**src/event_pkg.sv**
```systemverilog
package event_pkg;

    ////////////////////////////////////////////////////////////
    // sizes
    ////////////////////////////////////////////////////////////

    // link streams feeding the event builder
    localparam int NUM_LINKS = 4;
    localparam int LINK_DW   = 32;

    // per-link dword counter width
    localparam int CNT_W     = 32;

    // decoded register words; the bus address carries one more bit,
    // which is ignored so the map repeats in the upper half
    localparam int REG_WORDS = 8;

    // global word bit positions
    localparam int GLB_RESET_BIT = 0;
    localparam int GLB_MASK_LSB  = 8;

    ////////////////////////////////////////////////////////////
    // types
    ////////////////////////////////////////////////////////////

    // one beat on a link stream
    typedef struct packed {
        logic [LINK_DW-1:0] data;
        logic               valid;
        logic               last;
    } link_beat_t;

    // one register bus request
    typedef struct packed {
        logic                       cyc;
        logic                       stb;
        logic                       we;
        logic [3:0]                 sel;
        logic [$clog2(REG_WORDS):0] adr;
        logic [31:0]                dat;
    } reg_req_t;

    // decoded word within the lower half of the map
    typedef enum logic [$clog2(REG_WORDS)-1:0] {
        REG_GLOBAL0,
        REG_GLOBAL1,
        REG_GLOBAL2,
        REG_GLOBAL3,
        REG_COUNT0,
        REG_COUNT1,
        REG_COUNT2,
        REG_COUNT3
    } reg_word_e;

endpackage
```
**src/event_top.sv**
```systemverilog
`timescale 1ns/1ps

module event_top (
    input  logic                                           aclk,
    input  logic                                           arst_n_i,
    input  logic                                           event_open_i,
    input  event_pkg::link_beat_t [event_pkg::NUM_LINKS-1:0] link_i,
    input  event_pkg::reg_req_t                            reg_req_i,
    output logic                                           reg_ack_o,
    output logic [31:0]                                    reg_rdata_o,
    output logic                                           start_event_o
);

    event_pkg::link_beat_t [event_pkg::NUM_LINKS-1:0]       gated;
    logic [event_pkg::NUM_LINKS-1:0][event_pkg::CNT_W-1:0] counts;
    logic [event_pkg::NUM_LINKS-1:0]                        last_seen;
    logic [event_pkg::NUM_LINKS-1:0]                        mask;
    logic                                                   event_reset;

    ////////////////////////////////////////////////////////////
    // link front end
    ////////////////////////////////////////////////////////////

    link_admit i_link_admit (
        .aclk         (aclk),
        .arst_n_i     (arst_n_i),
        .event_open_i (event_open_i),
        .link_i       (link_i),
        .gated_o      (gated)
    );

    // one monitor per link
    for (genvar i = 0; i < event_pkg::NUM_LINKS; i++) begin : g_mon
        link_monitor i_link_monitor (
            .aclk        (aclk),
            .arst_n_i    (arst_n_i),
            .beat_i      (gated[i]),
            .clear_i     (event_reset),
            .count_o     (counts[i]),
            .last_seen_o (last_seen[i])
        );
    end

    ////////////////////////////////////////////////////////////
    // start event and registers
    ////////////////////////////////////////////////////////////

    start_event_select i_start_event_select (
        .aclk          (aclk),
        .arst_n_i      (arst_n_i),
        .last_seen_i   (last_seen),
        .mask_i        (mask),
        .start_event_o (start_event_o)
    );

    event_regs i_event_regs (
        .aclk          (aclk),
        .arst_n_i      (arst_n_i),
        .req_i         (reg_req_i),
        .counts_i      (counts),
        .ack_o         (reg_ack_o),
        .rdata_o       (reg_rdata_o),
        .event_reset_o (event_reset),
        .mask_o        (mask)
    );

endmodule

```
**src/event_regs.sv**
```systemverilog
`timescale 1ns/1ps

module event_regs (
    input  logic                                              aclk,
    input  logic                                              arst_n_i,
    input  event_pkg::reg_req_t                               req_i,
    input  logic [event_pkg::NUM_LINKS-1:0][event_pkg::CNT_W-1:0] counts_i,
    output logic                                              ack_o,
    output logic [31:0]                                       rdata_o,
    output logic                                              event_reset_o,
    output logic [event_pkg::NUM_LINKS-1:0]                   mask_o
);

    logic                           ack_q;
    logic                           req_active;
    logic                           wr_strobe;
    logic                           event_reset_q;
    logic [event_pkg::NUM_LINKS-1:0] mask_q;
    logic [31:0]                    rdata_q;
    logic [31:0]                    glb_word;
    logic [31:0]                    rd_word;
    event_pkg::reg_word_e           word;

    assign req_active = req_i.cyc && req_i.stb;

    // ack follows the request by one cycle and drops with cyc
    assign ack_o = ack_q && req_i.cyc;

    // writes land while the ack is up
    assign wr_strobe = req_active && req_i.we && ack_o;

    ////////////////////////////////////////////////////////////
    // read decode
    ////////////////////////////////////////////////////////////

    always_comb begin
        glb_word = '0;
        glb_word[event_pkg::GLB_RESET_BIT] = event_reset_q;
        glb_word[event_pkg::GLB_MASK_LSB +: event_pkg::NUM_LINKS] = mask_q;
    end

    // top address bit dropped here so the upper half mirrors the lower half
    assign word = event_pkg::reg_word_e'(req_i.adr[$clog2(event_pkg::REG_WORDS)-1:0]);

    always_comb begin
        case (word)
            event_pkg::REG_GLOBAL0,
            event_pkg::REG_GLOBAL1,
            event_pkg::REG_GLOBAL2,
            event_pkg::REG_GLOBAL3: rd_word = glb_word;
            event_pkg::REG_COUNT0:  rd_word = counts_i[0];
            event_pkg::REG_COUNT1:  rd_word = counts_i[1];
            event_pkg::REG_COUNT2:  rd_word = counts_i[2];
            event_pkg::REG_COUNT3:  rd_word = counts_i[3];
            default:                rd_word = '0;
        endcase
    end

    ////////////////////////////////////////////////////////////
    // bus state and control bits
    ////////////////////////////////////////////////////////////

    always_ff @(posedge aclk or negedge arst_n_i) begin
        if (!arst_n_i) begin
            ack_q         <= 1'b0;
            rdata_q       <= '0;
            event_reset_q <= 1'b0;
            mask_q        <= '0;
        end else begin
            ack_q <= req_active;
            // capture read data so it is valid alongside the ack
            if (req_active && !req_i.we && !ack_q) begin
                rdata_q <= rd_word;
            end
            // byte lanes pick the field and the address is ignored
            if (wr_strobe && req_i.sel[0]) begin
                event_reset_q <= req_i.dat[event_pkg::GLB_RESET_BIT];
            end
            if (wr_strobe && req_i.sel[1]) begin
                mask_q <= req_i.dat[event_pkg::GLB_MASK_LSB +: event_pkg::NUM_LINKS];
            end
        end
    end

    assign rdata_o       = rdata_q;
    assign event_reset_o = event_reset_q;
    assign mask_o        = mask_q;

endmodule

```
**src/start_event_select.sv**
```systemverilog
`timescale 1ns/1ps

module start_event_select (
    input  logic                            aclk,
    input  logic                            arst_n_i,
    input  logic [event_pkg::NUM_LINKS-1:0] last_seen_i,
    input  logic [event_pkg::NUM_LINKS-1:0] mask_i,
    output logic                            start_event_o
);

    logic pick;
    logic start_q;

    // walk from the top down so the lowest unmasked link wins;
    // flags from every other link are ignored
    always_comb begin
        pick = 1'b0;
        for (int i = event_pkg::NUM_LINKS - 1; i >= 0; i--) begin
            if (!mask_i[i]) begin
                pick = last_seen_i[i];
            end
        end
    end

    // all links masked leaves pick at zero, so no pulse
    always_ff @(posedge aclk or negedge arst_n_i) begin
        if (!arst_n_i) begin
            start_q <= 1'b0;
        end else begin
            start_q <= pick;
        end
    end

    assign start_event_o = start_q;

endmodule

```
**src/link_monitor.sv**
```systemverilog
`timescale 1ns/1ps

module link_monitor (
    input  logic                        aclk,
    input  logic                        arst_n_i,
    input  event_pkg::link_beat_t       beat_i,
    input  logic                        clear_i,
    output logic [event_pkg::CNT_W-1:0] count_o,
    output logic                        last_seen_o
);

    logic [event_pkg::CNT_W-1:0] count_q;
    logic                        last_seen_q;
    logic                        accept;

    // no back-pressure, so a valid beat is an accepted beat
    assign accept = beat_i.valid;

    ////////////////////////////////////////////////////////////
    // dword counter that wraps on overflow
    ////////////////////////////////////////////////////////////

    always_ff @(posedge aclk or negedge arst_n_i) begin
        if (!arst_n_i) begin
            count_q <= '0;
        end else if (clear_i) begin
            count_q <= '0;
        end else if (accept) begin
            count_q <= count_q + 1'b1;
        end
    end

    // one-cycle flag per accepted last beat
    always_ff @(posedge aclk or negedge arst_n_i) begin
        if (!arst_n_i) begin
            last_seen_q <= 1'b0;
        end else begin
            last_seen_q <= accept && beat_i.last;
        end
    end

    assign count_o     = count_q;
    assign last_seen_o = last_seen_q;

endmodule

```
**src/link_admit.sv**
```systemverilog
`timescale 1ns/1ps

module link_admit (
    input  logic                                           aclk,
    input  logic                                           arst_n_i,
    input  logic                                           event_open_i,
    input  event_pkg::link_beat_t [event_pkg::NUM_LINKS-1:0] link_i,
    output event_pkg::link_beat_t [event_pkg::NUM_LINKS-1:0] gated_o
);

    // two-stage synchronizer for the event-open level
    logic [1:0] open_sync;
    logic       event_open;

    always_ff @(posedge aclk or negedge arst_n_i) begin
        if (!arst_n_i) begin
            open_sync <= 2'b00;
        end else begin
            open_sync <= {open_sync[0], event_open_i};
        end
    end

    assign event_open = open_sync[1];

    // beats arriving while closed are dropped by killing valid
    // while data and last pass straight through
    always_comb begin
        for (int i = 0; i < event_pkg::NUM_LINKS; i++) begin
            gated_o[i].data  = link_i[i].data;
            gated_o[i].last  = link_i[i].last;
            gated_o[i].valid = link_i[i].valid && event_open;
        end
    end

endmodule

```
**config.mk**
```make
export PLATFORM = sky130hd
export DESIGN_NAME = event_top
export DESIGN_NICKNAME = d
export VERILOG_FILES = /design/src/event_pkg.sv /design/src/event_top.sv /design/src/event_regs.sv /design/src/start_event_select.sv /design/src/link_monitor.sv /design/src/link_admit.sv
export SDC_FILE = /design/constraint.sdc
export NUM_CORES = 1
export LEC_CHECK = 0
export BUFFER_PORTS_ARGS = -buffer_cell sky130_fd_sc_hd__buf_2
export CAP_MARGIN = 20
export CORE_AREA = 2 2 126 190
export CTS_BUF_LIST = sky130_fd_sc_hd__clkbuf_8
export DETAILED_ROUTE_END_ITERATION = 8
export DIE_AREA = 0 0 128 192
export HOLD_SLACK_MARGIN = 0.15
export PLACE_DENSITY = 0.67
export REMOVE_ABC_BUFFERS = 1
export SLEW_MARGIN = 20
export SYNTH_ARGS = -nofsm -noshare
export SYNTH_HDL_FRONTEND = slang
export SYNTH_SLANG_ARGS = --single-unit
```
**constraint.sdc**
```tcl
create_clock -name aclk -period 2.5 [get_ports aclk]
set_input_delay 0.375 -clock aclk [delete_from_list [all_inputs] [get_ports aclk]]
set_output_delay 0.375 -clock aclk [all_outputs]
set_load 0.1 [all_outputs]
```
==> results by group <==
Status
  – Status: finished clean

STA
  – Final hold viol count: 0
  – Worst Clk Skew: 15.21 ps
  – Final worst path period need: 2249 ps
  – Slew margin rel.: 0.5681
  – Fin crit share: 0.8995
  – RSZ-0062 raised after global routing: no
  – Worst-Margin Slew: 647.9 ps
  – Setup TNS: 0 ps
  – Slew Viols, Final: 0
  – Post-route setup slack: 251.3 ps
  – Final setup viols: 0
  – Fmax: 444.7 MHz
  – Hold Worst Slack: 181.0 ps

Floorplan
  – DIE HEIGHT: 192 um
  – Site Rows: 68
  – Chip width: 128 um
  – # IOs: 216
  – Starting Density: 0.3966
  – Core Region: 22800 um^2
  – DIE AREA: 24580 um^2

Global route
  – Vias in the first global route: 7566
  – GRT Overall Usage: 0.2053
  – Largest net degree at the start of global routing: 65
  – Remaining Overflow, GRT: 0
  – First-pass GRT wire length: 39680 um
  – Initial antenna violation count: 0

Place
  – Area after DPL: 9711 um^2
  – DPL Wire Length: 16700 um
  – Place WS: 283.2 ps
  – PortBufs: 57
  – RePlAce Congestion: 0.8542
  – Cells after DPL: 1252

Pwr
  – Int Power: 4.550 mW
  – Sw Pwr: 2.559 mW
  – Pleak: 4.078 nW
  – Combinational Power Share: 0.228
  – Final Power: 7.109 mW
  – Switch share: 0.3599
  – Pwr per Cell Area: 692.7 nW/um^2
  – Sequential share of power: 0.464
  – VDD IR max: 0.0005127 V
  – Clock Power Share: 0.309

Final layout
  – Share of layout cells above drive strength 1: 0.1499
  – # diodes: 0
  – Nets: 1189
  – Post-route cell area: 10260 um^2
  – Fill cell count: 2223
  – Most common cell after layout, fill and taps aside: dfrtp_1
  – Layout area overhead: 13.47%
  – Final core occ: 0.4501
  – Most frequent cells in the layout: 172 x dfrtp_1, 94 x nor2_1, 72 x a21oi_1
  – Final std cells w/o fill: 1294

Worst setup path
  – CP max stage cell: or4_1
  – CP max stage delay: 860 ps
  – Crit end category: register
  – CP max FO: 18
  – Critical path required time: 2900 ps
  – Crit Path Category: reg -> reg
  – Worst path top cell family by delay: simple AND/OR/NAND/NOR gates
  – CP startpoint kind: register
  – R2r setup slk: 250 ps
  – Crit-path cells: nand4_1, or4_1, or4_1, a21oi_1
  – WP buf/inv: 0
  – Critical path's most frequent cell: or4_1
  – WP data arrival: 2650 ps

Drt
  – Iter 0 DRT Violations: 792
  – Wire length per cell: 18.79 um
  – Residual DRC: 0
  – Top sig layer: met4
  – Routed vias: 7842
  – Iteration count of the initial detailed-routing pass: 5
  – Detail Route Antenna Nets: 0
  – Met3 WL: 1245 um
  – Via density: 6.060
  – Met2 routed WL: 12290 um
  – Wl on met1: 9868 um
  – Final WL: 24310 um

Logic synthesis
  – Synth Area per Inst: 9.540 um^2
  – YS warnings: 0
  – Area fraction of the dominant cell type after synthesis: 0.4787
  – Asr flop ratio synth: 1.000
  – Number of flops mapped to enable cells by yosys: 0
  – Synth top area cells: dfrtp_1 48%, a22oi_1 4.5%, a21oi_1 4.0%
  – Netlist cell types: 40
  – Sequential fraction of the synthesis area: 0.4787
  – Seq cells post-synth: 173
  – Main synth FF type: dfrtp_1
  – Post-Syn Instances: 948
  – Post-synth top area cell: dfrtp_1
  – Synthesized cell area: 9044 um^2

Min path
  – Hold Crit Class: in -> reg

Clocking
  – Post-CTS Repair Setup Buffers: 0
  – Post-CTS sizing: 0
  – Root Buffer: clkbuf_8
  – # clock sinks: 173
  – Clk slew on worst S/H paths: 90 ps
  – H-tree depth: 4
  – Worst skew pair latency: 480 ps
  – Worst-case clock buffer depth: 2
  – CTS tree: done
  – Num CTS Buffers: 17

Run
  – MaxCap Viol Count: 0
==> path summary, 6_finish.rpt <==
check,start,to,cells past startpoint
worst min-delay path,reg_req_i[42],i_event_regs.ack_q,2
min in group asynchronous,arst_n_i,i_start_event_select.start_event_o,2
worst max-delay path,g_mon[2].i_link_monitor.count_o[5],g_mon[2].i_link_monitor.count_o[31],4
worst min register to register,i_link_admit.open_sync[0],i_link_admit.open_sync[1],0
worst max register to register,g_mon[2].i_link_monitor.count_o[5],g_mon[2].i_link_monitor.count_o[31],4
max in group asynchronous,arst_n_i,i_event_regs.event_reset_o,3
==> flip-flops by register name, indices dropped and copies added, names as in the netlist <==
signal and flops:
g_mon.i_link_monitor.count_o 128, i_event_regs.rdata_o 32, g_mon.i_link_monitor.last_seen_o 4, i_event_regs.mask_o 4, i_link_admit.open_sync 2, i_event_regs.ack_q 1, i_event_regs.event_reset_o 1, i_start_event_select.start_event_o 1
==> timing repair <==
action                                  4_1_cts  5_1_grt
hold buffers                                 12        0
endpoints found under the hold margin       152        0
endpoints found under the setup margin        0        0
==> worst reg2reg max path: cells and delay by family, from the launching register on <==
family             cells  cell delay [ps]
and+or+nand+nor        3             1570
DFF                    1              450
AOI/OAI and AO/OA      1              150
==> cells by family (layout without fill, tap and decap cells) <==
kind of cell	count (synthesis)	count (layout)	share of synthesized area
simple gates	398	398	0.2405
buf+inv	78	144	0.03445
mux	32	32	0.04538
fa+ha+maj	4	4	0.005534
compound gates	220	220	0.1538
flops	173	173	0.4787
xor+xnor	43	43	0.04164
==> power by group through the flow <==
stage,Combinational [mW],Clock (mW),Sequential (mW)
2_1_floorplan,0.387,0,4.09
3_3_place_gp,1.59,0,3.34
3_5_place_dp,1.61,0,3.35
4_1_cts,1.63,2.22,3.30
5_1_grt,1.73,2.33,3.33
6_report,1.62,2.19,3.30
==> synthesized netlist by cell type (4+ instances only) <==
master / instances
nand4_1: 38
nor3_1: 14
buf_2: 8
xnor2_1: 17
dfrtp_1: 173
inv_1: 14
nand3_1: 46
clkbuf_1: 53
mux2_2: 22
or4_1: 46
or3_1: 20
and4_1: 20
nor2b_1: 17
nor4_1: 13
o31ai_1: 44
xor2_1: 26
ha_1: 4
o21ai_0: 20
and2_1: 10
a31oi_1: 27
mux2i_1: 5
nand2_1: 53
a22oi_1: 54
and3_1: 18
nor2_1: 96
a21oi_1: 72
mux4_2: 5
==> cell type report <==
class                   instances  area [um^2]  area share
clock buffers                  21        289.0     0.02816
flip-flops and latches        173         4333      0.4222
repair buffers                100        681.9     0.06645
clock inverters                 9        142.6     0.01390
well taps                     280        350.3     0.03414
multi-input cells             697         4413      0.4300
inverters                      14        52.55    0.005121
==> routing by layer <==
layer / global-route usage / up-vias
li1: - / 3676
met1: 0.2503 / 3873
met2: 0.3466 / 236
met3: 0.04206 / 57
met4: 0.09763 / 0
met5: 0 / -
(Power assumes the default switching activity.)
